### config.mk
export PLATFORM = sky130hd
export DESIGN_NAME = glb_bank_arbiter
export DESIGN_NICKNAME = d
export VERILOG_FILES = /design/src/hdl/glb_pkg.sv /design/src/hdl/glb_bank_arbiter.sv
export SDC_FILE = /design/constraint.sdc
export NUM_CORES = 1
export LEC_CHECK = 0
export BUFFER_PORTS_ARGS = -buffer_cell sky130_fd_sc_hd__buf_2
export CORE_AREA = 2 2 65 67
export DETAILED_ROUTE_END_ITERATION = 8
export DIE_AREA = 0 0 67 69
export GPL_TIMING_DRIVEN = 0
export PLACE_DENSITY_LB_ADDON = 0.1
export RECOVER_POWER = 100
export SLEW_MARGIN = 0
export SYNTH_ARGS = -nofsm -noshare
export SYNTH_HDL_FRONTEND = slang
export SYNTH_SLANG_ARGS = --single-unit
### constraint.sdc
create_clock -name clk -period 0.95 [get_ports clk]
set_clock_uncertainty 0.05 [all_clocks]
set_input_delay 0.19 -clock clk [delete_from_list [all_inputs] [get_ports clk]]
set_output_delay 0.19 -clock clk [all_outputs]
set_load 0.01 [all_outputs]
### src/hdl/glb_pkg.sv
/*
 * Shared widths, depths and enums for the global buffer tile.
 * Modules pull these in with a wildcard import in their header.
 */
`default_nettype none

package glb_pkg;

    // bank geometry
    localparam int BANK_DATA_WIDTH  = 64;
    localparam int BANK_DATA_BYTE   = 8;
    localparam int GLB_ADDR_WIDTH   = 11;
    localparam int BANK_DEPTH       = 256;
    // word index inside the bank, byte address minus the byte offset
    localparam int BANK_BYTE_OFFSET = $clog2(BANK_DATA_BYTE);
    localparam int BANK_ADDR_WIDTH  = $clog2(BANK_DEPTH);

    // configuration bus, address in the upper half of a bank word
    localparam int CGRA_CFG_ADDR_WIDTH = 32;
    localparam int CGRA_CFG_DATA_WIDTH = 32;

    // register block fields
    localparam int REG_DATA_WIDTH     = 32;
    localparam int MAX_NUM_CFGS_WIDTH = 8;
    localparam int CFG_LATENCY_WIDTH  = 4;

    // taps 0 to 2*15 of the done pulse
    localparam int DONE_DELAY_DEPTH = 31;

    // host register map
    typedef enum logic [2:0] {
        REG_MODE       = 3'd0,
        REG_START_ADDR = 3'd1,
        REG_NUM_CFGS   = 3'd2,
        REG_LATENCY    = 3'd3,
        REG_START      = 3'd4
    } cfg_reg_t;

    // parallel-config dma states
    typedef enum logic [1:0] {
        PC_IDLE  = 2'd0,
        PC_RUN   = 2'd1,
        PC_DRAIN = 2'd2
    } pc_state_t;

endpackage

`default_nettype wire

### src/hdl/glb_bank_arbiter.sv
/*
 * Fixed-priority arbiter between the host port and the pc dma.
 * Drives the single bank port and steers each read response back
 * to the requester that issued it one cycle earlier.
 */
`timescale 1ns/100ps
`default_nettype none

module glb_bank_arbiter import glb_pkg::*; (
    input  wire logic                        clk,
    input  wire logic                        reset,
    input  wire logic                        host_req,
    input  wire logic                        host_wr,
    input  wire logic [GLB_ADDR_WIDTH-1:0]   host_addr,
    input  wire logic [BANK_DATA_WIDTH-1:0]  host_wr_data,
    input  wire logic                        dma_req,
    input  wire logic [GLB_ADDR_WIDTH-1:0]   dma_addr,
    output logic                             dma_gnt,
    output logic                             host_rd_data_valid,
    output logic                             dma_rd_data_valid,
    output logic                             bank_wr_en,
    output logic                             bank_rd_en,
    output logic [BANK_ADDR_WIDTH-1:0]       bank_addr,
    output logic [BANK_DATA_WIDTH-1:0]       bank_wr_data,
    input  wire logic                        bank_rd_data_valid
);

    logic [GLB_ADDR_WIDTH-1:0] sel_addr;
    logic                      rd_owner_dma;

    // host always wins, it has no grant of its own
    assign dma_gnt = dma_req & ~host_req;

    // mux the winner onto the bank
    always_comb begin
        if (host_req) begin
            bank_wr_en = host_wr;
            bank_rd_en = ~host_wr;
            sel_addr   = host_addr;
        end else begin
            // the dma only ever reads
            bank_wr_en = 1'b0;
            bank_rd_en = dma_req;
            sel_addr   = dma_addr;
        end
    end

    // byte address to word index
    assign bank_addr    = sel_addr[GLB_ADDR_WIDTH-1:BANK_BYTE_OFFSET];
    assign bank_wr_data = host_wr_data;

    // owner of the read now in the bank
    always_ff @(posedge clk or posedge reset) begin
        if (reset) begin
            rd_owner_dma <= 1'b0;
        end else if (bank_rd_en) begin
            rd_owner_dma <= ~host_req;
        end
    end

    // response routing, data bus is shared
    assign host_rd_data_valid = bank_rd_data_valid & ~rd_owner_dma;
    assign dma_rd_data_valid  = bank_rd_data_valid & rd_owner_dma;

endmodule

`default_nettype wire

## Yosys cells after proc, flatten, opt, wreduce, memory -nomap -nowiden

Index checks and enable logic that the tools add are counted.

- Bits in registers: 1
- Input port bits: 92
- Output and inout bits: 77
- Logic and storage cells: 10

- Mux-type cells: 3
- Bitwise operators: 6

Operators by type and width:

| operator | count |
|---|---|
| 11-bit 2-to-1 mux | 1 |
| 1-bit AND | 3 |
| 1-bit NOT | 3 |
| 1-bit 2-to-1 mux | 2 |

## Longest topological paths before layout

- Depth in word-level cells: 2
- Depth in mapped cells: 3
- Depth with buffers taken out: 2

## Worst setup path after synthesis

OpenSTA, ideal clock, no wires.

- Path kind: input port to output port
- Start: input host_req
- End: output bank_rd_en
- Data arrival time: 0.648 ns
- Data required time: 0.710 ns
- Path slack: 0.062 ns
- Stages on the path: 3
- Path buffers: 1
- Cells stage by stage: buf_6 and2_4 nor2_1

- Word-level cells in the longest chain between the ends: 1

Ends and longest elaborated chain:

| item | line | text |
|---|---|---|
| start: declaration | glb_bank_arbiter.sv:12 | `input wire logic host_req,` |
| 1-bit 2-to-1 mux | glb_bank_arbiter.sv:36 | `if (host_req) begin` |
| end: declaration | glb_bank_arbiter.sv:22 | `output logic bank_rd_en,` |

No other way between the ends.

## Worst setup path in the final report

- Start: input host_req
- End: output bank_addr[7]

- Word-level cells in the longest chain between the ends: 1

Ends and longest elaborated chain:

| item | line | text |
|---|---|---|
| 11-bit 2-to-1 mux | glb_bank_arbiter.sv:36 |  |
| end: declaration | glb_bank_arbiter.sv:23 | `output logic [BANK_ADDR_WIDTH-1:0] bank_addr,` |

No other way between the ends.

==> impl_metrics.toml <==
[finish]
syn_to_final_growth_pct = 84.6
final_util_pct = 32.5
drive_gt1_share_pct = 58.5
largestRegisters = "rd_owner_dma x1"
fin_nets = 277
final_common_cell = "clkbuf_1"
diodes = 0
top_register = "rd_owner_dma"
largest_reg_flops = 1
layout_common_cells = "clkbuf_1, buf_4, buf_2"

[floorplan]
die_h_um = 69
start_util_pct = 17.6
rows = 23
die_area_mm2 = 0.00462
die_x_um = 67
ios = 169
core_area_mm2 = 0.00391

[setup_path]
setup.worst_path.class = "in -> out"
crit_path_end_kind = "output port"
cp_num_buf_inv = 3
crit_family = "buffers and inverters"
worstPathRequired_ns = 0.71
r2r_slack_ns = 0.25
r2r_cells = 1
crit_path_max_incr_delay_ns = 0.30
startpoint_type = "primary input"
worstPathCellList = "buf_12, buf_8, mux2_4, buf_6"
crit_fanout = 5
arrival_ns = 0.85
r2r-start = "rd_owner_dma$_DFFE_PP0P_"
r2r_end = "rd_owner_dma$_DFFE_PP0P_"
cpMaxStageDelayCell = "mux2_4"

[pwr]
pwr-share-seq_pct = 7.7
power.switching_uw = 243
combinationalPowerShare_pct = 92.3
internal_power_uw = 432
vdd_drop_max_mv = 0.174
clkPwrFrac_pct = 0
power.total_uw = 676
cellPowerDensity_mw_per_mm2 = 531
switching_share_pct = 36.0
leakagePower_nw = 0.666

[synth]
synth_fp_nets = 175
ys_types = 11
yosys_warnings = 0
yosys.area.top_type = "buf_4"
syn_area_um2 = 689
synth_top_area_share_pct = 69.7
synthCells = 83
ys_seq_area_share_pct = 3.63
ys_top_cells_by_area = "buf_4, mux2_4, dfrtp_1"
ys_ff_latch = 1
avgSynthCellArea_um2 = 8.31

[placement]
io_buffers = 98
dpl_worst_slack_ns = -0.218
gp_congestion = 0.601
hpwl_um = 2090

[flow_run]
timing.max_cap.violations = 0

[grt]
grt_usage_pct = 7.72
overflow = 0
antenna_found_initial = 0
grt_pass1_wl_um = 2970
grt_start_max_net_pins = 6
grt_pass1_vias = 738

[route]
wl_per_cell_um = 9.80
finalWirelength_um = 2280
ant_nets = 0
drtIter0Drc = 3
viasPerCell = 3.46
drc = 0
vias = 807
dr.pass1.iters = 4

[timing]
period_share_pct = 115
rsz0062_at_grt = "yes"
setup_viol = 9
period_minus_slack_ns = 1.09
fin_ws_ns = -0.144
whs_ns = 0.452
tightest_slew_ns = 0.195
max_freq_mhz = 914
slew_headroom_pct = 87.0
finalMaxSlewViolations = 0
hold_violations = 0

[worst_hold_path]
hold_path_depth = 3
hold_path.class = "in -> reg"
min_to = "rd_owner_dma$_DFFE_PP0P_"
worstHoldStart = "host_req"

[clock_tree]
insertion_delay_ns = 0
clk_pin_slew_ns = 0
cts.repair_timing.setup_buffer_count = 0

[outcome]
violations = "setup timing"
status = "finished, violations left"
-- power by group through the flow --
stage / combinational (mW) / sequential (mW) / clock (mW)
after floorplan: 0.379 / 0.0507 / 0
after global placement: 0.600 / 0.0521 / 0
after detailed placement: 0.601 / 0.0523 / 0
after CTS: 0.666 / 0.0524 / 0
after global routing: 0.674 / 0.0536 / 0
final: 0.623 / 0.0524 / 0
-- worst min-delay path, stage by stage --
cell and delay (ns):
buf_12 0.11, nand2b_1 0.06, a21o_1 0.10
-- repair_timing --
item | CTS | global route
endpoints found under the hold margin | 1 | 0
hold buffers | 1 | 0
gates resized for setup | 14 | 1
endpoints found under the setup margin | 10 | 10
gates cloned | 1 | 0
pin swaps | 1 | 0
-- final cells by class --
class | instances | area, um^2
Fill cell | 451 | 2640
Multi-Input combinational cell | 16 | 169
Tap cell | 50 | 62.6
Sequential cell | 1 | 25.0
Inverter | 1 | 3.75
Buffer | 65 | 495
Timing Repair Buffer | 100 | 517
-- how the worst max path moves through the flow --
stage | from | end | cells after the start
floorplan | host_req | bank_rd_en | 3
global placement | host_req | bank_addr[7] | 4
detailed placement | host_req | bank_addr[7] | 4
CTS | host_req | bank_addr[7] | 4
global route | host_req | bank_addr[7] | 4
finish | host_req | bank_addr[7] | 4
-- metrics by stage --
step / cells / TNS [ns] / instance area [um^2]
2_1_floorplan: 83 / 0 / 689
3_3_place_gp: 231 / -1.80 / 1240
3_5_place_dp: 231 / -1.81 / 1240
4_1_cts: 233 / -1.19 / 1350
5_1_grt: 233 / -1.30 / 1270
6_report: 233 / -1.17 / 1270
-- synthesized netlist by cell type --
master	number
buf_4	64
mux2_4	8
nor2_1	2
nor2b_1	2
a21o_1	1
and2_1	1
and2_4	1
buf_6	1
dfrtp_1	1
inv_1	1
nand2b_1	1
-- routing by layer --
metal	GRT usage (%)	vias to the layer above	wire, um
met3	2.61	0	496
met4	0	0	0
met2	17.2	94	1210
met5	0	-	0
li1	-	393	-
met1	6.31	320	576
-- cell families after synthesis --
| group | share of synthesized area [%] |
|---|---|
| multiplexers | 17.4 |
| buffers and inverters | 71.9 |
| AND/OR/NAND/NOR | 5.99 |
| flip-flops | 3.63 |
| AO/OA/AOI/OAI | 1.09 |
Power figures use the tool's default switching activity.
