$ cat src/hdl/glb_pkg.sv
/*
 * Shared widths, depths and enums for the global buffer tile.
 * Modules pull these in with a wildcard import in their header.
 */
`default_nettype none

package glb_pkg;

    // bank geometry
    localparam int BANK_DATA_WIDTH  = 64;
    localparam int BANK_DATA_BYTE   = 8;
    localparam int GLB_ADDR_WIDTH   = 11;
    localparam int BANK_DEPTH       = 256;
    // word index inside the bank, byte address minus the byte offset
    localparam int BANK_BYTE_OFFSET = $clog2(BANK_DATA_BYTE);
    localparam int BANK_ADDR_WIDTH  = $clog2(BANK_DEPTH);

    // configuration bus, address in the upper half of a bank word
    localparam int CGRA_CFG_ADDR_WIDTH = 32;
    localparam int CGRA_CFG_DATA_WIDTH = 32;

    // register block fields
    localparam int REG_DATA_WIDTH     = 32;
    localparam int MAX_NUM_CFGS_WIDTH = 8;
    localparam int CFG_LATENCY_WIDTH  = 4;

    // taps 0 to 2*15 of the done pulse
    localparam int DONE_DELAY_DEPTH = 31;

    // host register map
    typedef enum logic [2:0] {
        REG_MODE       = 3'd0,
        REG_START_ADDR = 3'd1,
        REG_NUM_CFGS   = 3'd2,
        REG_LATENCY    = 3'd3,
        REG_START      = 3'd4
    } cfg_reg_t;

    // parallel-config dma states
    typedef enum logic [1:0] {
        PC_IDLE  = 2'd0,
        PC_RUN   = 2'd1,
        PC_DRAIN = 2'd2
    } pc_state_t;

endpackage

`default_nettype wire

$ cat src/hdl/glb_done_delay.sv
/*
 * Delay line for the dma done pulse.
 * Models the tile chain, output taken at tap 2*cfg_pc_latency;
 * tap 0 passes the input straight through.
 */
`timescale 1ns/100ps
`default_nettype none

module glb_done_delay import glb_pkg::*; (
    input  wire logic                          clk,
    input  wire logic                          reset,
    input  wire logic                          done_in,
    input  wire logic [CFG_LATENCY_WIDTH-1:0]  cfg_pc_latency,
    output logic                               pc_done_pulse
);

    // taps[k] is done_in delayed by k cycles
    logic [DONE_DELAY_DEPTH-1:0] taps;
    logic [CFG_LATENCY_WIDTH:0]  tap_sel;

    assign taps[0] = done_in;

    always_ff @(posedge clk or posedge reset) begin
        if (reset) begin
            taps[DONE_DELAY_DEPTH-1:1] <= '0;
        end else begin
            taps[DONE_DELAY_DEPTH-1:1] <= taps[DONE_DELAY_DEPTH-2:0];
        end
    end

    // two stages per modelled tile
    assign tap_sel       = {cfg_pc_latency, 1'b0};
    assign pc_done_pulse = taps[tap_sel];

endmodule

`default_nettype wire

$ cat config.mk
export PLATFORM = sky130hd
export DESIGN_NAME = glb_done_delay
export DESIGN_NICKNAME = d
export VERILOG_FILES = /design/src/hdl/glb_pkg.sv /design/src/hdl/glb_done_delay.sv
export SDC_FILE = /design/constraint.sdc
export NUM_CORES = 1
export LEC_CHECK = 0
export BUFFER_PORTS_ARGS = -buffer_cell sky130_fd_sc_hd__buf_2
export CAP_MARGIN = 5
export CORE_UTILIZATION = 58
export CTS_CLUSTER_SIZE = 16
export DETAILED_ROUTE_END_ITERATION = 10
export PLACE_DENSITY_LB_ADDON = 0.2
export SLEW_MARGIN = 20
export SYNTH_ARGS = -nofsm -noshare
export SYNTH_HDL_FRONTEND = slang
export SYNTH_SLANG_ARGS = --single-unit
export TNS_END_PERCENT = 1
$ cat constraint.sdc
create_clock -name clk -period 2.43 [get_ports clk]
set_input_delay 0.243 -clock clk [delete_from_list [all_inputs] [get_ports clk]]
set_output_delay 0.243 -clock clk [all_outputs]
set_load 0.1 [all_outputs]
# After elaboration in Yosys (flattened, before gate mapping)
# Index checks and enable logic that the tools add are counted.
dict set report totals {
  register_bits 30
  inputBits 7
  output_inout_bits 1
  wordCells 4
}
dict set report op_classes {
  order_cmp 1
  mux 2
}
# op count
set ops {}
lappend ops {{< comparator 5 x 6 -> 1 bit (second input constant)} 1}
lappend ops {{binary-select mux 1 bit (select 4 bit)} 1}
lappend ops {{two-way mux 1 bit} 1}

# Logic depth before layout (Yosys ltp)
# Gate-level depths: netlist of run 1.
dict set report depth {
  depth_word 2
  ltp_mapped 3
}

# Least setup slack after synthesis of run 1
# Ideal clock, no wire load.
dict set report synth_path {
  kind {input -> output}
  start {input cfg_pc_latency[0]}
  end {output pc_done_pulse}
  t_arrival_ps 2163
  required_time_ps 2187
  slack_ps 24
  path_stages 3
  path_buffers 0
  path_cell_list {mux4_1 > mux2i_1 > mux2i_1}
}
dict set report synth_between {
  elab_chain_len 2
}
# element line
set synth_rtl {}
lappend synth_rtl {{start, declared} glb_done_delay.sv:13} ;# input wire logic [CFG_LATENCY_WIDTH-1:0] cfg_pc_latency,
lappend synth_rtl {{binary-select mux 1 bit (select 4 bit)} glb_done_delay.sv:33} ;# assign pc_done_pulse = taps[tap_sel];
lappend synth_rtl {{two-way mux 1 bit (not written as such)} glb_done_delay.sv:33}
lappend synth_rtl {{end, declared} glb_done_delay.sv:14} ;# output logic pc_done_pulse
# Every way passes these cells. The select of a mux whose other input is x is not followed.

# Final worst setup path of run 1
dict set report layout_path {
  start {register taps[24]}
  end {output pc_done_pulse}
}
dict set report layout_between {
  elab_chain_len 2
}
# element line
set layout_rtl {}
lappend layout_rtl {{start, declared} glb_done_delay.sv:18} ;# logic [DONE_DELAY_DEPTH-1:0] taps;
lappend layout_rtl {{start signal, assigned by index} glb_done_delay.sv:27} ;# taps[DONE_DELAY_DEPTH-1:1] <= taps[DONE_DELAY_DEPTH-2:0];
lappend layout_rtl {{binary-select mux 1 bit (select 4 bit)} glb_done_delay.sv:33}
lappend layout_rtl {{two-way mux 1 bit (not written as such)} glb_done_delay.sv:33}
# Every way passes these cells. The select of a mux whose other input is x is not followed.

==> flow_summary.toml, run 1 <==
[pwr]
power.internal_uw = 682
switching_share_pct = 22.8
vdd_drop_max_mv = 0.611
pwr-share-seq_pct = 60.5
p_per_area_nw_per_um2 = 881
net-switching-power_uw = 202
comb_power_share_pct = 6.2
clock_power_share_pct = 33.3
p_leak_nw = 0.476

[run_status]
violations = "hold timing"
status = "finished with violations"

[clocking]
cts_tree = "built"
path_clk_slew_ps = 90
clock-sinks = 30
htreeDepth = 2
cts-root-buf = "clkbuf_4"
ctsHoldBuffers = 0
cts_made_buffers = 5
cts_resized = 0
clk_path_buf_depth = 2
clock_latency_ps = 320
post_cts_buffers = 0

[timing]
final.setup.tns_ps = 0
report.final.slew_viol_count = 0
rsz0062_at_grt = "false"
hold_viol_final = 30
worst_slew_pin_slew_ps = 565
max_freq_ghz = 0.500
layout_worst_path_cycle_share_pct = 82.3
skew_ps = 8.40
hold-worst-slack_ps = -29.1
fin_crit_ps = 2000
final-setup-viol-count = 0
slew_headroom_pct = 62.3

[placement]
gp_congestion = 0.676
dp_hpwl_um = 721
io_buffers = 7

[route]
viasPerCell = 5.24
wire_per_inst_um = 16.6
postRouteAntennaNets = 0
via_count = 356
drt_iter0_markers = 0
drc = 0
drt-pass1-iter-count = 1
routed_wl_um = 1130

[yosys]
synth-seq-area-share_pct = 84.4
synth_nets = 45
yosys_warnings = 0
syn_inst = 38
avgSynthCellArea_um2 = 23.4
netlist_area_um2 = 890
ys_ff_latch = 30
ys_types = 4

[floorplan]
start_util_pct = 65.1
die_area_um2 = 1690
die_h_um = 41.2
die_w_um = 41.2
rows = 13
pin_count = 8
core_area_um2 = 1370

[global_route]
grt_pass1_wl_um = 1750
grt-ovfl-total = 0
grt_pass1_vias = 370
grt_max_degree = 31
grt_usage_pct = 19.2
antenna_found_initial = 0

[cells_and_area]
layout_commonest_cell = "dfrtp_1"
largest_reg_flops = 30
antenna_cells = 0
largestRegisters = "taps x30"
regMostFlops = "taps"
drive_gt1_share_pct = 28.3
syn_to_final_growth_pct = 12.8
nets = 59
final_cell_mix = "dfrtp_1, buf_2, clkbuf_4"

[critical_path]
r2r_start = "taps[24]"
worstSetupEndpointType = "primary output"
crit_chain = "mux4_1 > mux2i_1 > mux2i_1 > buf_2"
critical_path_class = "reg -> out"
critPathArrivalTime_ps = 1760
cp.required_ps = 2190
critPathMaxFanout = 2
cpPeakStageDelay_ps = 500
crit_slowest_cell = "mux4_1"
cp_common_cell = "mux2i_1"
cp-startpoint = "taps[24]"
start_kind = "register"

[run]
maxCapViolations = 0

[hold_path]
hold_path.class = "in -> async"
-- kinds of logic (layout without fill, tap and decap cells) --
kind of cell | Yosys count | in the layout | synth area share, %
buffers and inverters | 1 | 16 | 0.422
DFF | 30 | 30 | 84.4
muxes | 7 | 7 | 15.2
-- cell type report --
type | instances | area (um^2)
Sequential cell | 30 | 751
Fill cell | 86 | 363
Multi-Input combinational cell | 7 | 135
Clock buffer | 7 | 55.1
Timing Repair Buffer | 7 | 35.0
Tap cell | 15 | 18.8
Clock inverter | 1 | 5.00
Inverter | 1 | 3.75
-- routing by layer --
metal | up-vias | GRT usage (%) | share of wire [%]
met1 | 180 | 24.7 | 49
li1 | 161 | - | -
met2 | 12 | 23.4 | 41
met4 | 0 | 12.1 | 2.1
met5 | - | 0 | 0
met3 | 3 | 13.0 | 7.4
-- cells in the mapped netlist --
library cell / count / share of area, %
inv_1: 1 / 0.42
mux4_1: 4 / 12
dfrtp_1: 30 / 84
mux2i_1: 3 / 3.4
-- final timing paths --
| path | to | slack, ps | cells past startpoint |
|---|---|---|---|
| max | pc_done_pulse | 430 | 4 |
| min reg2reg | taps[6] | 350 | 0 |
| max in group asynchronous | taps[11] | 2080 | 2 |
| min | taps[4] | -30 | 2 |
| max reg2reg | taps[25] | 1910 | 0 |
| min in group clk | taps[1] | 60 | 1 |
-- stage by stage --
stage	instance area (um^2)	worst slack [ps]	utilization [%]	instances	power (mW)
floorplan	890	24.5	-	38	0.581
global placement	943	743	69.0	60	0.597
detailed placement	943	695	69.0	60	0.600
CTS	1000	412	73.4	68	0.895
global route	1000	336	73.4	68	0.919
finish	1000	429	73.4	68	0.884
-- worst max-delay path, delay by kind of cell, from the launching register on --
family / cells / cell delay, ps
mux: 3 / 740
flops: 1 / 400
buf+inv: 1 / 290
-- power by group through the flow --
stage / registers, mW / logic [mW] / clock network, mW
2_1_floorplan: 0.539 / 0.0423 / 0
3_3_place_gp: 0.543 / 0.0538 / 0
3_5_place_dp: 0.544 / 0.0557 / 0
4_1_cts: 0.535 / 0.0556 / 0.304
5_1_grt: 0.537 / 0.0593 / 0.322
6_report: 0.534 / 0.0547 / 0.295
(Power assumes the default switching activity.)
==> inputs of run 2 (changes only) <==
- CORE_UTILIZATION: 58 -> 54
- clock period: 2.43 -> 2 ns (I/O delays scaled with it)
==> run 2 against run 1 <==
Against the previous run: the run now ends clean; cell count rose by 5.9%; clock-buffer cell count did not move; global-route usage fell by 1.0 points; non-clock buffer count rose by 3; register-to-register slack got worse by 440 ps; clock skew fell by 5.9 ps; largest cell class unchanged.
==> flow_summary.toml, run 2 (synthesis gave the netlist of run 1 again) <==
[run_status]
status = "finished clean"

[global_route]
grt_pass1_vias = 434
grt_usage_pct = 18.2
antenna_found_initial = 0
grt-ovfl-total = 0
grt_pass1_wl_um = 2080
grt_max_degree = 31

[timing]
worst_slew_pin_slew_ps = 353
report.final.slew_viol_count = 0
final-setup-viol-count = 0
rsz0062_at_grt = "false"
final.setup.tns_ps = 0
hold_viol_final = 0
skew_ps = 2.55
fin_crit_ps = 1880
slew_headroom_pct = 76.5
layout_worst_path_cycle_share_pct = 94.2
max_freq_ghz = 0.531
hold-worst-slack_ps = 355

[cells_and_area]
final_cell_mix = "dfrtp_1, buf_2, clkbuf_4"
antenna_cells = 0
drive_gt1_share_pct = 33.9
regMostFlops = "taps"
fill_cells = 100
largestRegisters = "taps x30"
layout_commonest_cell = "dfrtp_1"
nets = 62
largest_reg_flops = 30
syn_to_final_growth_pct = 15.9
instances_no_fill = 72

[floorplan]
start_util_pct = 58.4
pin_count = 8
die_w_um = 42.6
core_area_um2 = 1520
die_area_um2 = 1810
rows = 14
die_h_um = 42.6

[pwr]
power.internal_uw = 839
net-switching-power_uw = 251
p_per_area_nw_per_um2 = 1060
vdd_drop_max_mv = 0.694
clock_power_share_pct = 32.9
pwr-share-seq_pct = 59.7
p_leak_nw = 0.479
switching_share_pct = 23.0
comb_power_share_pct = 7.4

[hold_path]
min_from = "taps[15]"
holdPathEnd = "taps[16]"
hold_path.class = "reg -> reg"
min_path_cells = 0

[route]
via_count = 376
routed_wl_um = 1280
viasPerCell = 5.22
drc = 0
wire_per_inst_um = 17.7
drt-pass1-iter-count = 4
drt_iter0_markers = 6
postRouteAntennaNets = 0

[placement]
dp_hpwl_um = 774
gp_congestion = 0.741
dp_cells = 62
io_buffers = 7

[clocking]
cts-root-buf = "clkbuf_4"
post_cts_buffers = 0
clk_path_buf_depth = 2
clock-sinks = 30
clock_latency_ps = 310
cts_tree = "built"
path_clk_slew_ps = 90
cts_made_buffers = 5
htreeDepth = 2

[critical_path]
r2r_start = "taps[22]"
cpPeakStageDelay_ps = 480
r2r_setup_slack_ps = 1470
cp.required_ps = 1800
r2r_end = "taps[23]"
start_kind = "register"
reg2reg_depth = 0
worstSetupEndpointType = "primary output"
critical_path_class = "reg -> out"
critPathArrivalTime_ps = 1680
crit_slowest_cell = "mux4_2"
critPathMaxFanout = 2
crit_chain = "mux4_2 > mux2i_1 > mux2i_2 > buf_6"

[run]
maxCapViolations = 0
[run 2: changes by cell type in the layout (fill, tap and decap cells not counted)]
| cell | delta |
|---|---|
| inv_1 | +1 |
| buf_6 | +1 |
| mux2i_1 | -1 |
| buf_4 | +1 |
| mux2i_2 | +1 |
| buf_2 | -1 |
| dlygate4sd3_1 | +2 |
| mux4_2 | +3 |
| inv_2 | -1 |
| mux4_1 | -3 |
[run 2: power by group through the flow]
stage	combinational (mW)	sequential (mW)	clock (mW)
3_5_place_dp	0.0723	0.661	0
4_1_cts	0.0772	0.651	0.373
5_1_grt	0.0870	0.654	0.394
6_report	0.0802	0.651	0.358
3_3_place_gp	0.0704	0.659	0
2_1_floorplan	0.0538	0.655	0
[run 2: routing by layer]
layer / vias up / GRT usage, % / wire (um)
met5: - / 0 / 0
met4: 0 / 7.50 / 0
met3: 0 / 11.6 / 93
met2: 19 / 24.6 / 587
met1: 193 / 23.5 / 594
li1: 164 / - / -
[run 2: what timing repair did]
item                                    CTS  global route
gates resized for setup                   1             4
endpoints found under the setup margin    1             1
endpoints found under the hold margin    31             0
pin swaps                                 0             0
hold buffers                              2             0
[run 2: final cells by class]
class | instances | area, um^2 | share of cell area, %
timing repair buffer | 10 | 68.8 | 6.67
inverter | 1 | 3.75 | 0.364
multi-input combinational | 7 | 128 | 12.4
clock inverter | 1 | 5.00 | 0.485
tap | 16 | 20.0 | 1.94
clock buffer | 7 | 55.1 | 5.34
sequential | 30 | 751 | 72.8
[run 2: worst max-delay path: cells and delay by family (launching register included)]
kind / cells / cell delay, ps
mux: 3 / 770
flops: 1 / 410
buf+inv: 1 / 190
[run 2: how the worst max path moves through the flow]
stage,to,start,slack [ps]
floorplan,pc_done_pulse,taps[26],180
global placement,pc_done_pulse,cfg_pc_latency[0],330
detailed placement,pc_done_pulse,cfg_pc_latency[0],270
CTS,pc_done_pulse,taps[2],10
global route,pc_done_pulse,taps[10],10
finish,pc_done_pulse,taps[22],120
[run 2: through the flow]
| step | setup slack, ps | instance area, um^2 | power, mW | util (%) |
|---|---|---|---|---|
| after global placement | 327 | 956 | 0.729 | 62.7 |
| final | 115 | 1030 | 1.09 | 67.7 |
| after detailed placement | 267 | 956 | 0.734 | 62.7 |
| after global routing | 14.5 | 1030 | 1.14 | 67.7 |
| after floorplan | 178 | 893 | 0.709 | - |
| after CTS | 10.2 | 1040 | 1.10 | 68.1 |
