===== src/hdl/glb_pkg.sv =====
/*
 * Shared widths, depths and enums for the global buffer tile.
 * Modules pull these in with a wildcard import in their header.
 */
`default_nettype none

package glb_pkg;

    // bank geometry
    localparam int BANK_DATA_WIDTH  = 64;
    localparam int BANK_DATA_BYTE   = 8;
    localparam int GLB_ADDR_WIDTH   = 11;
    localparam int BANK_DEPTH       = 256;
    // word index inside the bank, byte address minus the byte offset
    localparam int BANK_BYTE_OFFSET = $clog2(BANK_DATA_BYTE);
    localparam int BANK_ADDR_WIDTH  = $clog2(BANK_DEPTH);

    // configuration bus, address in the upper half of a bank word
    localparam int CGRA_CFG_ADDR_WIDTH = 32;
    localparam int CGRA_CFG_DATA_WIDTH = 32;

    // register block fields
    localparam int REG_DATA_WIDTH     = 32;
    localparam int MAX_NUM_CFGS_WIDTH = 8;
    localparam int CFG_LATENCY_WIDTH  = 4;

    // taps 0 to 2*15 of the done pulse
    localparam int DONE_DELAY_DEPTH = 31;

    // host register map
    typedef enum logic [2:0] {
        REG_MODE       = 3'd0,
        REG_START_ADDR = 3'd1,
        REG_NUM_CFGS   = 3'd2,
        REG_LATENCY    = 3'd3,
        REG_START      = 3'd4
    } cfg_reg_t;

    // parallel-config dma states
    typedef enum logic [1:0] {
        PC_IDLE  = 2'd0,
        PC_RUN   = 2'd1,
        PC_DRAIN = 2'd2
    } pc_state_t;

endpackage

`default_nettype wire


===== src/hdl/glb_pc_dma.sv =====
/*
 * Parallel-configuration dma of the tile.
 * Reads a block of bank words through the arbiter and writes each
 * one to the configuration bus, then pulses done.
 */
`timescale 1ns/100ps
`default_nettype none

module glb_pc_dma import glb_pkg::*; (
    input  wire logic                           clk,
    input  wire logic                           reset,
    input  wire logic                           cfg_pc_dma_mode,
    input  wire logic [GLB_ADDR_WIDTH-1:0]      cfg_start_addr,
    input  wire logic [MAX_NUM_CFGS_WIDTH-1:0]  cfg_num_cfgs,
    input  wire logic                           pc_start_pulse,
    output logic                                dma_req,
    output logic [GLB_ADDR_WIDTH-1:0]           dma_addr,
    input  wire logic                           dma_gnt,
    input  wire logic                           dma_rd_data_valid,
    input  wire logic [BANK_DATA_WIDTH-1:0]     bank_rd_data,
    output logic                                cgra_cfg_wr_en,
    output logic [CGRA_CFG_ADDR_WIDTH-1:0]      cgra_cfg_addr,
    output logic [CGRA_CFG_DATA_WIDTH-1:0]      cgra_cfg_data,
    output logic                                done_pulse_internal
);

    pc_state_t                     state;
    logic                          start_pulse_internal;
    logic [MAX_NUM_CFGS_WIDTH-1:0] cfg_cnt;
    logic [GLB_ADDR_WIDTH-1:0]     addr_q;
    // reads granted but not yet answered
    logic [1:0]                    pend_cnt;
    logic [BANK_DATA_WIDTH-1:0]    rd_data_q;

    // start only counts when idle and enabled
    always_ff @(posedge clk or posedge reset) begin
        if (reset) begin
            start_pulse_internal <= 1'b0;
        end else begin
            start_pulse_internal <= pc_start_pulse & cfg_pc_dma_mode & (state == PC_IDLE);
        end
    end

    // request held with its address until granted
    assign dma_req  = (state == PC_RUN);
    assign dma_addr = addr_q;

    // main fsm with word counter and address
    always_ff @(posedge clk or posedge reset) begin
        if (reset) begin
            state   <= PC_IDLE;
            cfg_cnt <= '0;
            addr_q  <= '0;
        end else begin
            case (state)
                PC_IDLE: begin
                    if (start_pulse_internal) begin
                        cfg_cnt <= cfg_num_cfgs;
                        addr_q  <= cfg_start_addr;
                        // empty header skips straight to done
                        state   <= (cfg_num_cfgs == '0) ? PC_DRAIN : PC_RUN;
                    end
                end
                PC_RUN: begin
                    if (dma_gnt) begin
                        cfg_cnt <= cfg_cnt - 1'b1;
                        addr_q  <= addr_q + GLB_ADDR_WIDTH'(BANK_DATA_BYTE);
                        if (cfg_cnt == 1) begin
                            state <= PC_DRAIN;
                        end
                    end
                end
                PC_DRAIN: begin
                    if (pend_cnt == '0) begin
                        state <= PC_IDLE;
                    end
                end
                default: state <= PC_IDLE;
            endcase
        end
    end

    // outstanding read count, at most one in flight per cycle
    always_ff @(posedge clk or posedge reset) begin
        if (reset) begin
            pend_cnt <= '0;
        end else begin
            case ({dma_gnt, dma_rd_data_valid})
                2'b10:   pend_cnt <= pend_cnt + 1'b1;
                2'b01:   pend_cnt <= pend_cnt - 1'b1;
                default: ;
            endcase
        end
    end

    // done lands the cycle after the last bus write
    always_ff @(posedge clk or posedge reset) begin
        if (reset) begin
            done_pulse_internal <= 1'b0;
        end else begin
            done_pulse_internal <= (state == PC_DRAIN) && (pend_cnt == '0);
        end
    end

    // response word register
    always_ff @(posedge clk) begin
        if (dma_rd_data_valid) begin
            rd_data_q <= bank_rd_data;
        end
    end

    always_ff @(posedge clk or posedge reset) begin
        if (reset) begin
            cgra_cfg_wr_en <= 1'b0;
        end else begin
            cgra_cfg_wr_en <= dma_rd_data_valid;
        end
    end

    // upper half is the config address
    assign cgra_cfg_addr = rd_data_q[CGRA_CFG_DATA_WIDTH +: CGRA_CFG_ADDR_WIDTH];
    assign cgra_cfg_data = rd_data_q[0 +: CGRA_CFG_DATA_WIDTH];

endmodule

`default_nettype wire


===== config.mk =====
export PLATFORM = sky130hd
export DESIGN_NAME = glb_pc_dma
export DESIGN_NICKNAME = d
export VERILOG_FILES = /design/src/hdl/glb_pkg.sv /design/src/hdl/glb_pc_dma.sv
export SDC_FILE = /design/constraint.sdc
export NUM_CORES = 1
export LEC_CHECK = 0
export BUFFER_PORTS_ARGS = -buffer_cell sky130_fd_sc_hd__buf_2
export CORE_MARGIN = 5
export CORE_UTILIZATION = 45
export CTS_CLUSTER_DIAMETER = 30
export CTS_CLUSTER_SIZE = 25
export DETAILED_ROUTE_END_ITERATION = 8
export PLACE_DENSITY = 0.77
export SYNTH_ARGS = -nofsm -noshare
export SYNTH_HDL_FRONTEND = slang
export SYNTH_SLANG_ARGS = --single-unit

===== constraint.sdc =====
create_clock -name clk -period 1.95 [get_ports clk]
set_input_delay 0.0975 -clock clk [delete_from_list [all_inputs] [get_ports clk]]
set_output_delay 0.0975 -clock clk [all_outputs]
set_load 0.05 [all_outputs]

# ---- Yosys cells after proc, flatten, opt, wreduce, memory -nomap -nowiden
# Cells that the tools add are included.
dict set report word_totals {
  reg_bits 90
  input_bits 89
  out_inout_bits 78
  word_cells 44
}
dict set report classes {
  n_addsub 4
  n_eq_ne 9
  muxes 13
  bitwise 2
  reduce_logical 8
}
# cell n
set op_table {}
lappend op_table {{11-bit 2-to-1 mux} 2}
lappend op_table {{11-bit case mux with 2 select lines} 1}
lappend op_table {{8-bit 2-to-1 mux} 2}
lappend op_table {{8-bit case mux with 2 select lines} 1}
lappend op_table {{11-bit by 4-bit adder with 11-bit output, second input constant} 1}
lappend op_table {{2-bit 2-to-1 mux} 5}
lappend op_table {{8-bit by 1-bit == test with 1-bit output, second input constant} 1}
lappend op_table {{8-bit zero test} 1}
lappend op_table {{8-bit by 1-bit subtractor with 8-bit output, second input constant} 1}
lappend op_table {{2-bit case mux with 3 select lines} 1}
lappend op_table {{2-bit by 1-bit == test with 1-bit output, second input constant} 2}
lappend op_table {{2-bit == test, second input constant} 2}
lappend op_table {{2-bit zero test} 2}
lappend op_table {{2-bit by 1-bit != test with 1-bit output, second input constant} 2}
lappend op_table {{2-bit != test, second input constant} 2}
lappend op_table {{2-bit case mux with 2 select lines} 1}
lappend op_table {{4-bit AND reduction} 1}
lappend op_table {{2-bit nonzero test} 2}
lappend op_table {{3-bit AND reduction} 1}
lappend op_table {{2-bit by 1-bit adder with 2-bit output, second input constant} 1}
lappend op_table {{1-bit AND} 2}
lappend op_table {{2-bit by 1-bit subtractor with 2-bit output, second input constant} 1}
lappend op_table {{1-bit logical AND} 1}

# ---- Depth between registers and ports, before layout
dict set report depth {
  ltp_word 4
  depth_mapped 7
}

# ---- Worst setup path after synthesis
# OpenSTA, ideal clock, no wires.
dict set report synth_path {
  path_type {register to register}
  start {register addr_q[5] (netlist: dma_addr[5])}
  end {register addr_q[8] (netlist: dma_addr[8])}
  setup_ns 0.137
  arrival_ns 1.460
  required_time_ns 1.813
  setup_slack_ns 0.353
  path_stages_with_launch 5
  path_cell_list {dfrtp_1 > nand3_1 > or4_1 > o21ai_0 > a21oi_1}
}
dict set report synth_via {
  elab_chain_cells 3
}
# item line
set synth_rtl {}
lappend synth_rtl {{start: declaration} glb_pc_dma.sv:30} ;# logic [GLB_ADDR_WIDTH-1:0] addr_q;
lappend synth_rtl {{start signal: assignment} glb_pc_dma.sv:59} ;# addr_q <= cfg_start_addr;
lappend synth_rtl {{start signal: assignment} glb_pc_dma.sv:67} ;# addr_q <= addr_q + GLB_ADDR_WIDTH'(BANK_DATA_BYTE);
lappend synth_rtl {{11-bit by 4-bit adder with 11-bit output} glb_pc_dma.sv:67}
lappend synth_rtl {{11-bit 2-to-1 mux} glb_pc_dma.sv:65} ;# if (dma_gnt) begin
lappend synth_rtl {{11-bit case mux with 2 select lines} glb_pc_dma.sv:55} ;# case (state)
# Every way passes these cells. The select of a mux whose other input is x is not followed.
# A chain may end at the register's enable or synchronous reset.

# ---- Final worst setup path
dict set report layout_path {
  start {register state[1]}
  end {output dma_req}
}
dict set report layout_via {
  elab_chain_cells 1
}
# item line
set layout_rtl {}
lappend layout_rtl {{start: declaration} glb_pc_dma.sv:27} ;# pc_state_t state;
lappend layout_rtl {{start signal: assignment} glb_pc_dma.sv:61} ;# state <= (cfg_num_cfgs == '0) ? PC_DRAIN : PC_RUN;
lappend layout_rtl {{2-bit by 1-bit == test with 1-bit output} glb_pc_dma.sv:45} ;# assign dma_req = (state == PC_RUN);
lappend layout_rtl {{end: declaration} glb_pc_dma.sv:16} ;# output logic dma_req,
# Every way passes these cells.

==> impl_metrics.py <==
metrics = {
    "critical_path": {
        "reg2reg_depth": 4,
        "critical_path_arrival_ns": 1.66,
        "worstSetupPathType": "reg2out",
        "r2r-end": "cfg_cnt[5]$_DFFE_PP0P_",
        "critPathCaptureType": "output pin",
        "start_kind": "register",
        "required_ns": 1.85,
        "reg2reg_slack_ns": 0.38,
        "worstPathMaxFanout": 10,
        "worst_r2r_startpoint": "cfg_cnt[0]$_DFFE_PP0P_",
    },
    "layout": {
        "syn_to_final_growth_pct": 56.0,
        "fin_nets": 554,
        "fin_area_mm2": 0.00517,
        "drive_above_1_share": 0.414,
        "final_util": 0.716,
        "antenna_cells": 0,
    },
    "clock_tree": {
        "clk_latency_ns": 0.34,
        "cts_setup_buffers": 0,
        "path_clk_slew_ns": 0.09,
        "cts_root_buf": "clkbuf_8",
        "clkSinkCount": 90,
        "cts_max_level": 3,
        "clockBufferDepth": 2,
        "tritoncts.num_buffers": 9,
        "cts_tree": "built",
    },
    "timing": {
        "finalHoldViolCount": 0,
        "worst_slack_ns": 0.196,
        "fin_skew_ns": 0.00577,
        "fin_crit_ns": 1.75,
        "slew_viol_final": 0,
        "setup_tns_ns": 0,
        "maxSlewHeadroom": 0.565,
        "tightest_slew_ns": 0.648,
        "fmax_mhz": 570,
        "rsz0062_at_grt": "false",
        "setup_viol": 0,
        "finalCritPeriodShare": 0.900,
    },
    "drt": {
        "dr.pass1.iters": 4,
        "ant_nets": 0,
        "drc_errors": 0,
        "first_iter_violations": 173,
        "met1Wirelength_um": 4080,
        "topRoutingLayerUsed": "met4",
        "vias_per_cell": 4.98,
        "wirelength_um": 10300,
        "vias": 2814,
        "wire_per_inst_um": 18.2,
        "wl_met2_um": 5060,
        "route.met3.wl_um": 956,
    },
    "worst_hold_path": {
        "min_from": "cfg_num_cfgs[1]",
        "min_delay_path_depth": 3,
        "min_path_type": "in2reg",
        "min_to": "cfg_cnt[1]$_DFFE_PP0P_",
    },
    "power_and_ir_drop": {
        "leakage_nw": 2.26,
        "power_density_mw_per_mm2": 1170,
        "vdd_drop_max_v": 0.000862,
        "finalPower_mw": 6.06,
    },
    "synthesis": {
        "yosysUniqueCellTypes": 42,
        "ys_seq_elements": 90,
        "synth_warnings": 0,
        "synthesis.instances": 214,
        "synthTopCellsByArea": "edfxtp_1 (58%), dfrtp_1 (20%), a21oi_1 (2.1%)",
        "avgSynthCellArea_um2": 15.5,
        "syn_area_mm2": 0.00331,
        "async_flop_share": 0.289,
        "yosysSeqAreaShare": 0.777,
        "synthesis.nets": 307,
        "synth-edff-count": 64,
        "yosysTopAreaCell": "edfxtp_1",
        "synth_top_area_frac": 0.580,
        "synth-main-ff-cell": "edfxtp_1",
    },
    "global_route": {
        "grt_pass1_wl_um": 15200,
        "grt_max_degree": 51,
        "grt_pass1_vias": 2951,
        "antenna_found_initial": 0,
        "gr-total-overflow": 0,
        "grt_use_total": 0.224,
    },
    "floorplan": {
        "die_width_um": 95.8,
        "core-area_mm2": 0.00721,
        "ios": 167,
        "dieArea_mm2": 0.00918,
        "num_rows": 31,
        "initial_core_util": 0.459,
        "die_y_um": 95.8,
    },
    "status": {
        "status": "completed",
    },
    "placed_design": {
        "place_ws_ns": 0.382,
        "place.gp.congestion": 0.839,
        "dpl_cell_area_mm2": 0.00428,
        "portBuffers": 166,
        "hpwl_um": 6440,
    },
    "run": {
        "max-cap-violations": 0,
    },
}
## kinds of logic (layout without fill, tap and decap cells)
kind of cell	after synthesis	after routing	share of synthesized area
AO/OA/AOI/OAI	44	44	0.0812
XOR/XNOR	3	3	0.00793
adder cells (fa/ha/maj)	4	4	0.0151
buffers and inverters	12	264	0.0178
flip-flops	90	90	0.777
multiplexers	6	6	0.0193
AND/OR/NAND/NOR	55	55	0.0820
## synthesized netlist by cell type (4+ instances only)
master,number
nand2_1,15
edfxtp_1,64
o22ai_1,5
nor3_1,4
inv_1,5
nor2_1,13
a21oi_1,14
ha_1,4
o21ai_0,11
dfrtp_1,26
nor4_1,4
## routing by layer
metal,global-route usage,up-vias
met3,0.0594,16
met2,0.390,148
li1,-,1303
met5,0,-
met1,0.271,1347
met4,0.0687,0
## metrics by stage
| stage | std cells | hold WS (ns) |
|---|---|---|
| 2_1_floorplan | 214 | 0.129 |
| 3_3_place_gp | 478 | 0.175 |
| 3_5_place_dp | 478 | 0.174 |
| 4_1_cts | 565 | 0.0138 |
| 5_1_grt | 565 | 0.0270 |
| 6_report | 565 | 0.0292 |
## worst max-delay path: stages (launching register included)
cell	delay, ns
dfrtp_1	0.46
nand2b_1	0.33
inv_2	0.23
buf_2	0.30
## layout by cell type (no fill, tap or decap), types with 3 or more instances in the layout
master	instances
edfxtp_1	64
nor3_1	4
a31oi_1	3
dlygate4sd3_1	71
dfrtp_1	25
mux2i_1	3
nand2_1	15
nand2b_1	3
buf_2	166
nand3_1	3
o21ai_0	11
o22a_1	3
o22ai_1	5
buf_4	4
a21oi_1	14
nor2_1	13
o32ai_1	3
ha_1	4
mux2_2	3
clkbuf_8	9
inv_1	5
nor4_1	4
## where the power goes
part	internal, mW	total (mW)	switching, mW	leakage (nW)
combinational	0.707	2.20	1.49	1.24
sequential	2.41	2.72	0.313	0.936
clock	0.470	1.13	0.661	0.0860
total	3.59	6.06	2.47	2.26
## timing repair
item	4_1_cts	5_1_grt
setup endpoints to repair	0	1
gates resized for setup	0	1
hold buffers	71	0
hold endpoints to repair	95	0
## worst max-delay path by stage
stage / end / from / slack, ns / cells past startpoint
floorplan: dma_addr[8]$_DFFE_PP0P_ / dma_addr[5]$_DFFE_PP0P_ / 0.35 / 4
global placement: cfg_cnt[2]$_DFFE_PP0P_ / state[0]$_DFFE_PP0P_ / 0.43 / 4
detailed placement: cfg_cnt[2]$_DFFE_PP0P_ / state[0]$_DFFE_PP0P_ / 0.38 / 4
CTS: dma_req / state[0]$_DFFE_PP0P_ / 0.12 / 3
global route: dma_req / state[1]$_DFFE_PP0P_ / 0.09 / 3
finish: dma_req / state[1]$_DFFE_PP0P_ / 0.20 / 3
## sequential cells by signal, indices dropped and copies added, names as in the netlist
| name | cells |
|---|---|
| cfg_cnt | 8 |
| cgra_cfg_wr_en | 1 |
| dma_addr | 11 |
| done_pulse_internal | 1 |
| pend_cnt | 2 |
| rd_data_q | 64 |
| start_pulse_internal | 1 |
| state | 2 |
## area by class of cell
| cell class | count | area, um2 |
|---|---|---|
| Sequential cell | 90 | 2570 |
| Fill cell | 497 | 2050 |
| Timing Repair Buffer | 242 | 1590 |
| Multi-Input combinational cell | 112 | 681 |
| Clock buffer | 9 | 124 |
| Tap cell | 99 | 124 |
| Clock inverter | 7 | 51.3 |
| Inverter | 6 | 22.5 |
No activity file was read; power rests on OpenSTA's default activity.
