### src/hdl/glb_pkg.sv
/*
 * Shared widths, depths and enums for the global buffer tile.
 * Modules pull these in with a wildcard import in their header.
 */
`default_nettype none

package glb_pkg;

    // bank geometry
    localparam int BANK_DATA_WIDTH  = 64;
    localparam int BANK_DATA_BYTE   = 8;
    localparam int GLB_ADDR_WIDTH   = 11;
    localparam int BANK_DEPTH       = 256;
    // word index inside the bank, byte address minus the byte offset
    localparam int BANK_BYTE_OFFSET = $clog2(BANK_DATA_BYTE);
    localparam int BANK_ADDR_WIDTH  = $clog2(BANK_DEPTH);

    // configuration bus, address in the upper half of a bank word
    localparam int CGRA_CFG_ADDR_WIDTH = 32;
    localparam int CGRA_CFG_DATA_WIDTH = 32;

    // register block fields
    localparam int REG_DATA_WIDTH     = 32;
    localparam int MAX_NUM_CFGS_WIDTH = 8;
    localparam int CFG_LATENCY_WIDTH  = 4;

    // taps 0 to 2*15 of the done pulse
    localparam int DONE_DELAY_DEPTH = 31;

    // host register map
    typedef enum logic [2:0] {
        REG_MODE       = 3'd0,
        REG_START_ADDR = 3'd1,
        REG_NUM_CFGS   = 3'd2,
        REG_LATENCY    = 3'd3,
        REG_START      = 3'd4
    } cfg_reg_t;

    // parallel-config dma states
    typedef enum logic [1:0] {
        PC_IDLE  = 2'd0,
        PC_RUN   = 2'd1,
        PC_DRAIN = 2'd2
    } pc_state_t;

endpackage

`default_nettype wire

### src/hdl/glb_cfg_regs.sv
/*
 * Host-written configuration registers of the tile.
 * Holds the dma header, mode and latency; a REG_START write
 * gives a one-cycle start strobe on the following cycle.
 */
`timescale 1ns/100ps
`default_nettype none

module glb_cfg_regs import glb_pkg::*; (
    input  wire logic                          clk,
    input  wire logic                          reset,
    input  wire logic                          reg_wr_en,
    input  wire cfg_reg_t                      reg_addr,
    input  wire logic [REG_DATA_WIDTH-1:0]     reg_wr_data,
    output logic                               cfg_pc_dma_mode,
    output logic [GLB_ADDR_WIDTH-1:0]          cfg_start_addr,
    output logic [MAX_NUM_CFGS_WIDTH-1:0]      cfg_num_cfgs,
    output logic [CFG_LATENCY_WIDTH-1:0]       cfg_pc_latency,
    output logic                               pc_start_pulse
);

    // register decode, one field per address
    always_ff @(posedge clk or posedge reset) begin
        if (reset) begin
            cfg_pc_dma_mode <= 1'b0;
            cfg_start_addr  <= '0;
            cfg_num_cfgs    <= '0;
            cfg_pc_latency  <= '0;
        end else if (reg_wr_en) begin
            case (reg_addr)
                REG_MODE:       cfg_pc_dma_mode <= reg_wr_data[0];
                REG_START_ADDR: cfg_start_addr  <= reg_wr_data[GLB_ADDR_WIDTH-1:0];
                REG_NUM_CFGS:   cfg_num_cfgs    <= reg_wr_data[MAX_NUM_CFGS_WIDTH-1:0];
                REG_LATENCY:    cfg_pc_latency  <= reg_wr_data[CFG_LATENCY_WIDTH-1:0];
                // start has no storage, see strobe below
                default: ;
            endcase
        end
    end

    // start strobe, data value ignored
    always_ff @(posedge clk or posedge reset) begin
        if (reset) begin
            pc_start_pulse <= 1'b0;
        end else begin
            pc_start_pulse <= reg_wr_en && (reg_addr == REG_START);
        end
    end

endmodule

`default_nettype wire

### config.mk
export PLATFORM = sky130hd
export DESIGN_NAME = glb_cfg_regs
export DESIGN_NICKNAME = d
export VERILOG_FILES = /design/src/hdl/glb_pkg.sv /design/src/hdl/glb_cfg_regs.sv
export SDC_FILE = /design/constraint.sdc
export NUM_CORES = 1
export LEC_CHECK = 0
export ABC_AREA = 1
export BUFFER_PORTS_ARGS = -buffer_cell sky130_fd_sc_hd__buf_2
export CAP_MARGIN = 10
export CORE_ASPECT_RATIO = 1.4
export CORE_UTILIZATION = 35
export CTS_BUF_LIST = sky130_fd_sc_hd__clkbuf_2 sky130_fd_sc_hd__clkbuf_4 sky130_fd_sc_hd__clkbuf_8
export CTS_CLUSTER_SIZE = 8
export DETAILED_ROUTE_END_ITERATION = 10
export PLACE_DENSITY = 0.67
export SLEW_MARGIN = 15
export SYNTH_ARGS = -nofsm -noshare
export SYNTH_HDL_FRONTEND = slang
export SYNTH_SLANG_ARGS = --single-unit
### constraint.sdc
create_clock -name clk -period 1.5 [get_ports clk]
set_clock_uncertainty 0.2 [all_clocks]
set_input_delay 0.225 -clock clk [delete_from_list [all_inputs] [get_ports clk]]
set_output_delay 0.225 -clock clk [all_outputs]
set_load 0.1 [all_outputs]
; ---- After elaboration in Yosys (flattened, before gate mapping)
; Index checks and enable logic that the tools add are counted.
[classes]
n_eq_ne = 4
n_reduce_logical = 6
[ops]
columns = cell, count
row1 = 2-bit AND reduction, 4
row2 = 3-bit by 2-bit == test with 1-bit output (second input constant), 2
row3 = 3-bit by 1-bit == test with 1-bit output (second input constant), 1
row4 = 3-bit == test (second input constant), 1
row5 = 3-bit logical NOT, 1
row6 = 1-bit logical AND, 1
[totals]
input_bits = 38
ff_bits = 25
word_cells = 15
output_inout_bits = 25

; ---- Longest topological paths before layout
; Gate-level depths: netlist of run 1.
[depth]
ltp_word = 2
depth_mapped = 6
mapped_depth_nobuf = 5

; ---- Least setup slack after synthesis of run 1
; Ideal clock, no wire load.
[synth_timing]
kind = flip-flop to flip-flop
start = register cfg_num_cfgs[0] (netlist name)
end = register cfg_num_cfgs[0]
t_arrival_ns = 1.079
required_time_ns = 1.233
path_stages_with_launch = 3
setup_slack_ns = 0.154
cell_sequence = dfrtp_1 -> nand2_1 -> nand2_1
[synth_lines]
columns = item, line_no
row1 = end signal: assignment, glb_cfg_regs.sv:33  ; REG_NUM_CFGS: cfg_num_cfgs <= reg_wr_data[MAX_NUM_CFGS_WIDTH-1:0];
row2 = end: declaration, glb_cfg_regs.sv:17  ; output logic [MAX_NUM_CFGS_WIDTH-1:0] cfg_num_cfgs,

; ---- Final worst setup path of run 1
[layout_timing]
start = register cfg_start_addr[6]
end = output port cfg_start_addr[6]
[layout_lines]
columns = item, line_no
row1 = start: declaration, glb_cfg_regs.sv:16  ; output logic [GLB_ADDR_WIDTH-1:0] cfg_start_addr,
row2 = start signal: assignment, glb_cfg_regs.sv:32  ; REG_START_ADDR: cfg_start_addr <= reg_wr_data[GLB_ADDR_WIDTH-1:0];
; No word-level cell between the ends.

==> results.sh, run 1 <==
export IMPL_outcome="finished clean"
export IMPL_yosysWarnings=0
export IMPL_grt_pass1_vias=889
export IMPL_port_buffers=41
export IMPL_place_area_um2=1620
export IMPL_worst_slew_pin_transition_ps=486
export IMPL_yosys_area_share_adder_pct=0
export IMPL_die_height_um=67.3
export IMPL_seqPwrFrac_pct=31.6
export IMPL_syn_num_nets=155
export IMPL_p_switching_mw=1.42
export IMPL_timing_setup_tns_ps=0
export IMPL_max_stage_delay_ps=420
export IMPL_area_growth_pct=59.5
export IMPL_cts_root_buf="clkbuf_8"
export IMPL_ys_seq_area_share_pct=58.8
export IMPL_dp_final_hpwl_um=1790
export IMPL_synth_area_mux_share_pct=0
export IMPL_pin_count=63
export IMPL_irDropWorstVdd_mv=0.880
export IMPL_dp_cells=194
export IMPL_crit_chain="buf_2"
export IMPL_p_sw_share_pct=48.5
export IMPL_rsz0062_at_grt="false"
export IMPL_p_int_mw=1.50
export IMPL_hold_viol=0
export IMPL_drtAntennaViolNets=0
export IMPL_coreArea_um2=2880
export IMPL_cp_max_fo=2
export IMPL_start_util_pct=37.0
export IMPL_crit_slowest_cell="buf_2"
export IMPL_num_rows=23
export IMPL_path_delay_family="buffers and inverters"
export IMPL_vias_per_cell=4.57
export IMPL_grt_max_degree=26
export IMPL_die_x_um=48.6
export IMPL_wire_per_inst_um=11.6
export IMPL_via_count=918
export IMPL_final_util_pct=59.0
export IMPL_synth_compound_area_share_pct=0
export IMPL_n_antenna_cell=0
export IMPL_clockBufferDepth=2
export IMPL_fin_area_um2=1700
export IMPL_ys_seq_elements=25
export IMPL_first_pass_iters=4
export IMPL_p_comb_share_pct=54.4
export IMPL_layout_drive_gt1_share_pct=34.1
export IMPL_drc=0
export IMPL_min_path_type="in -> reg"
export IMPL_gp_congestion=0.763
export IMPL_grt_pass1_wl_um=4020
export IMPL_arrival_ps=1040
export IMPL_synth_simple_area_share_pct=36.0
export IMPL_grt_antenna_before_repair=0
export IMPL_setup_viol=0
export IMPL_p_leak_nw=0.903
export IMPL_overflow=0
export IMPL_fin_nets=203
export IMPL_cts_max_level=1
export IMPL_syn_cell_area_um2=1060
export IMPL_synth_xor_area_share_pct=0
export IMPL_wl_um=2330
export IMPL_cts_tree="built"
export IMPL_syn_inst=117
export IMPL_worstSkewPairLatency_ps=260
export IMPL_synth_top_family_by_area="simple AND/OR/NAND/NOR gates"
export IMPL_worst_setup_path_type="reg -> out"
export IMPL_required_ps=1070
export IMPL_cts_buffers=3
export IMPL_clock_sinks=25
export IMPL_drt_iter0_markers=33
export IMPL_min_period_ps=1460
export IMPL_drv_slew=0
export IMPL_fin_crit_sh_pct=97.6
export IMPL_dieArea_um2=3270
export IMPL_maxCapViolCount=0
export IMPL_whs_ps=5.57
export IMPL_cp_end_kind="output port"
export IMPL_path_buf_inv=1
export IMPL_relSlewSlack_pct=67.8
export IMPL_finalNonFillerCells=201
export IMPL_start_kind="register"
export IMPL_ys_types=12
export IMPL_avgSynthCellArea_um2=9.10
export IMPL_power_density_nw_per_um2=1720
export IMPL_grtUsageTotal_pct=16.3
export IMPL_clkPwrFrac_pct=14.0
export IMPL_fmax_ghz=0.683
export IMPL_clk_pin_slew_ps=80
## synth_stat cells (all sizes together)
cell    n  area share, %
inv     5            1.8
dfrtp  25             59
nand3  24             11
nand2  54             20
buf     4            3.5
nor2    5            4.7
## flip-flops by register name, indices dropped and copies added, names as in the netlist
| signal | flops |
|---|---|
| cfg_pc_dma_mode | 1 |
| cfg_pc_latency | 4 |
| cfg_start_addr | 11 |
| pc_start_pulse | 1 |
| cfg_num_cfgs | 8 |
## per-layer routing
layer	global-route usage (%)	routed length [um]	up-vias
met2	28.6	1230	28
met4	9.93	82	0
met3	1.80	70	6
met5	0	0	-
met1	19.2	949	421
li1	-	-	463
## per-stage QoR
step | total power [mW] | worst slack, ps
finish | 2.92 | 35.6
floorplan | 1.91 | 154
detailed placement | 2.52 | 176
CTS | 2.93 | 28.7
global route | 3.01 | 2.75
global placement | 2.50 | 199
## area by class of cell
type                            count  area [um2]
Sequential cell                    25         626
Clock buffer                        4        48.8
Timing Repair Buffer               47         576
Fill cell                         249        1180
Tap cell                           37        46.3
Inverter                            5        18.8
Multi-Input combinational cell     83         383
## what timing repair did
item	in CTS	in global routing
setup buffers	0	0
hold buffers	3	0
resized for setup	0	1
endpoints found under the hold margin	27	0
setup endpoints to repair	0	1
## power by group through the flow
| stage | registers [mW] | clock network [mW] | logic [mW] |
|---|---|---|---|
| floorplan | 1.77 | 0 | 0.144 |
| global placement | 0.933 | 0 | 1.57 |
| detailed placement | 0.938 | 0 | 1.59 |
| CTS | 0.925 | 0.414 | 1.59 |
| global route | 0.939 | 0.434 | 1.64 |
| finish | 0.923 | 0.407 | 1.59 |
## layout by cell type (no fill, tap or decap), drive strengths merged
cell type and n:
nand2 54, dlygate4sd3 3, buf 43, nor2 5, inv 5, dfrtp 25
clkbuf 5, nand3 24
## cell families (layout without fill, tap and decap cells)
family | count (synthesis) | count (layout)
simple gates | 83 | 83
flops | 25 | 25
buf+inv | 9 | 56
## worst paths after layout
| kind | to | cells past startpoint | slack (ps) | startpoint |
|---|---|---|---|---|
| max | cfg_start_addr[6] | 1 | 40 | cfg_start_addr[6] |
| min | cfg_start_addr[8] | 3 | 6 | reg_wr_data[8] |
| max reg2reg | cfg_pc_latency[3] | 2 | 640 | cfg_pc_latency[3] |
| min reg2reg | cfg_start_addr[6] | 2 | 270 | cfg_start_addr[6] |
| max in group asynchronous | cfg_pc_latency[3] | 4 | 520 | reset |
| min in group asynchronous | cfg_num_cfgs[7] | 4 | 340 | reset |
No activity file was read; power rests on OpenSTA's default activity.
==> inputs of run 2 (changes only) <==
==> constraint.sdc (replaced) <==
create_clock -name clk -period 1.4 [get_ports clk]
set_clock_uncertainty 0.2 [all_clocks]
set_input_delay 0.21 -clock clk [delete_from_list [all_inputs] [get_ports clk]]
set_output_delay 0.21 -clock clk [all_outputs]
set_load 0.1 [all_outputs]
==> run 2 against run 1 <==
  * Clock-buffer cell count did not move
  * Die area did not move
  * Via count rose by 3.3%
  * Non-clock buffer count rose by 2
==> results.sh, run 2 (same netlist as run 1, synthesis figures left out) <==
export IMPL_fin_total_pwr_mw=3.18
export IMPL_min_path_type="in -> reg"
export IMPL_cts_root_buf="clkbuf_8"
export IMPL_worst_slew_pin_transition_ps=313
export IMPL_drtAntennaViolNets=0
export IMPL_path_delay_family="flip-flops"
export IMPL_rsz0062_at_grt="false"
export IMPL_cts_tree="built"
export IMPL_gp_congestion=0.795
export IMPL_layout_drive_gt1_share_pct=34.3
export IMPL_worstSkewPairLatency_ps=260
export IMPL_grt_pass1_wl_um=3980
export IMPL_cp_max_fo=2
export IMPL_grtUsageTotal_pct=15.7
export IMPL_fmax_ghz=0.780
export IMPL_cts_max_level=1
export IMPL_grt_max_degree=26
export IMPL_final_cell_mix="52 x nand2_1, 25 x dfrtp_1, 25 x buf_12, 24 x nand3_1, 16 x buf_2"
export IMPL_die_height_um=67.3
export IMPL_first_pass_iters=4
export IMPL_outcome="finished clean"
export IMPL_path_buf_inv=1
export IMPL_drt_iter0_markers=51
export IMPL_irDropWorstVdd_mv=0.896
export IMPL_clk_pin_slew_ps=80
export IMPL_multiInputGateArea_um2=383
export IMPL_final_common_cell="nand2_1"
export IMPL_setup_viol=0
export IMPL_start_util_pct=37.0
export IMPL_wire_per_inst_um=11.6
export IMPL_drv_slew=0
export IMPL_pin_count=63
export IMPL_largest_register="cfg_start_addr"
export IMPL_area_growth_pct=66.5
export IMPL_crit_chain="buf_12"
export IMPL_top_regs="cfg_start_addr: 11 flops, cfg_num_cfgs: 8 flops, cfg_pc_latency: 4 flops"
export IMPL_start_kind="register"
export IMPL_maxCapViolCount=0
export IMPL_required_ps=990
export IMPL_cp_end_kind="output port"
export IMPL_relSlewSlack_pct=79.1
export IMPL_vias_per_cell=4.67
export IMPL_rrSetupSlack_ps=530
export IMPL_fillCellCount=243
export IMPL_die_x_um=48.6
export IMPL_overflow=0
export IMPL_wl_um=2360
export IMPL_dp_final_hpwl_um=1850
export IMPL_clockBufferDepth=2
export IMPL_port_buffers=41
export IMPL_hold_viol=0
export IMPL_cts_buffers=3
export IMPL_postCtsSetupRepairBufs=0
export IMPL_coreArea_um2=2880
export IMPL_fin_crit_sh_pct=91.5
export IMPL_timing_setup_tns_ps=0
export IMPL_crit_slowest_cell="dfrtp_1"
export IMPL_dieArea_um2=3270
export IMPL_min_period_ps=1280
export IMPL_drc=0
export IMPL_max_stage_delay_ps=430
export IMPL_grt_antenna_before_repair=0
export IMPL_p_leak_nw=0.928
export IMPL_arrival_ps=870
export IMPL_clock_sinks=25
export IMPL_via_count=948
export IMPL_power_density_nw_per_um2=1800
export IMPL_largest_reg_flops=11
export IMPL_num_rows=23
export IMPL_grt_pass1_vias=914
export IMPL_fin_nets=205
export IMPL_worst_setup_path_type="reg -> out"
export IMPL_regArea_um2=626
export IMPL_n_antenna_cell=0
## run 2: cell types whose count changed in the layout (fill, tap and decap cells not counted)
cell | before | now
buf_4 | 3 | 4
clkbuf_4 | 2 | 1
dlygate4sd3_1 | 3 | 4
buf_12 | 21 | 25
buf_2 | 19 | 16
## run 2: worst min-delay path, cell delays in order
cell and delay [ps]:
buf_2 90, nand3_1 70, nand2_1 60
## run 2: layout make-up
class	instances	area share, %
clock buffer	4	2.75
multi-input combinational	83	21.6
timing repair buffer	49	36.7
tap	37	2.61
inverter	5	1.06
sequential	25	35.3
## run 2: where the power goes
group          total, mW  switching [mW]  internal (mW)
combinational       1.76            1.17          0.588
sequential         0.999           0.147          0.852
clock              0.429           0.207          0.222
total               3.18            1.52           1.66
## run 2: per-layer routing
metal	vias to the layer above	wire length [um]	global-route usage, %
met5	-	0	0
met2	25	1310	29.7
met3	2	72	2.25
li1	467	-	-
met1	454	956	17.9
met4	0	18	5.88
## run 2: final timing paths
kind	endpoint	depth (start not counted)	from
worst min-delay path	cfg_start_addr[6]	3	reg_wr_data[6]
max in group asynchronous	cfg_start_addr[9]	4	reset
min in group asynchronous	cfg_num_cfgs[7]	4	reset
worst max-delay path	cfg_start_addr[10]	1	cfg_start_addr[10]
worst max register to register	cfg_num_cfgs[4]	2	cfg_num_cfgs[4]
worst min register to register	cfg_start_addr[5]	2	cfg_start_addr[5]
## run 2: what timing repair did
item / in CTS / in global routing
endpoints found under the setup margin: 0 / 0
hold endpoints to repair: 28 / 0
hold buffers: 4 / 0
gates resized for setup: 0 / 0
## run 2: stage by stage
step           util [%]  cell area [um2]  hold WS [ps]  setup slack (ps)  std cells
5_1_grt            61.6             1770          7.18              91.3        203
3_3_place_gp       58.5             1680          69.3               190        195
4_1_cts            61.6             1770          2.93               113        203
3_5_place_dp       58.5             1680          72.9               151        195
6_report           61.6             1770          1.28               119        203
2_1_floorplan         -             1060          37.3              54.4        117
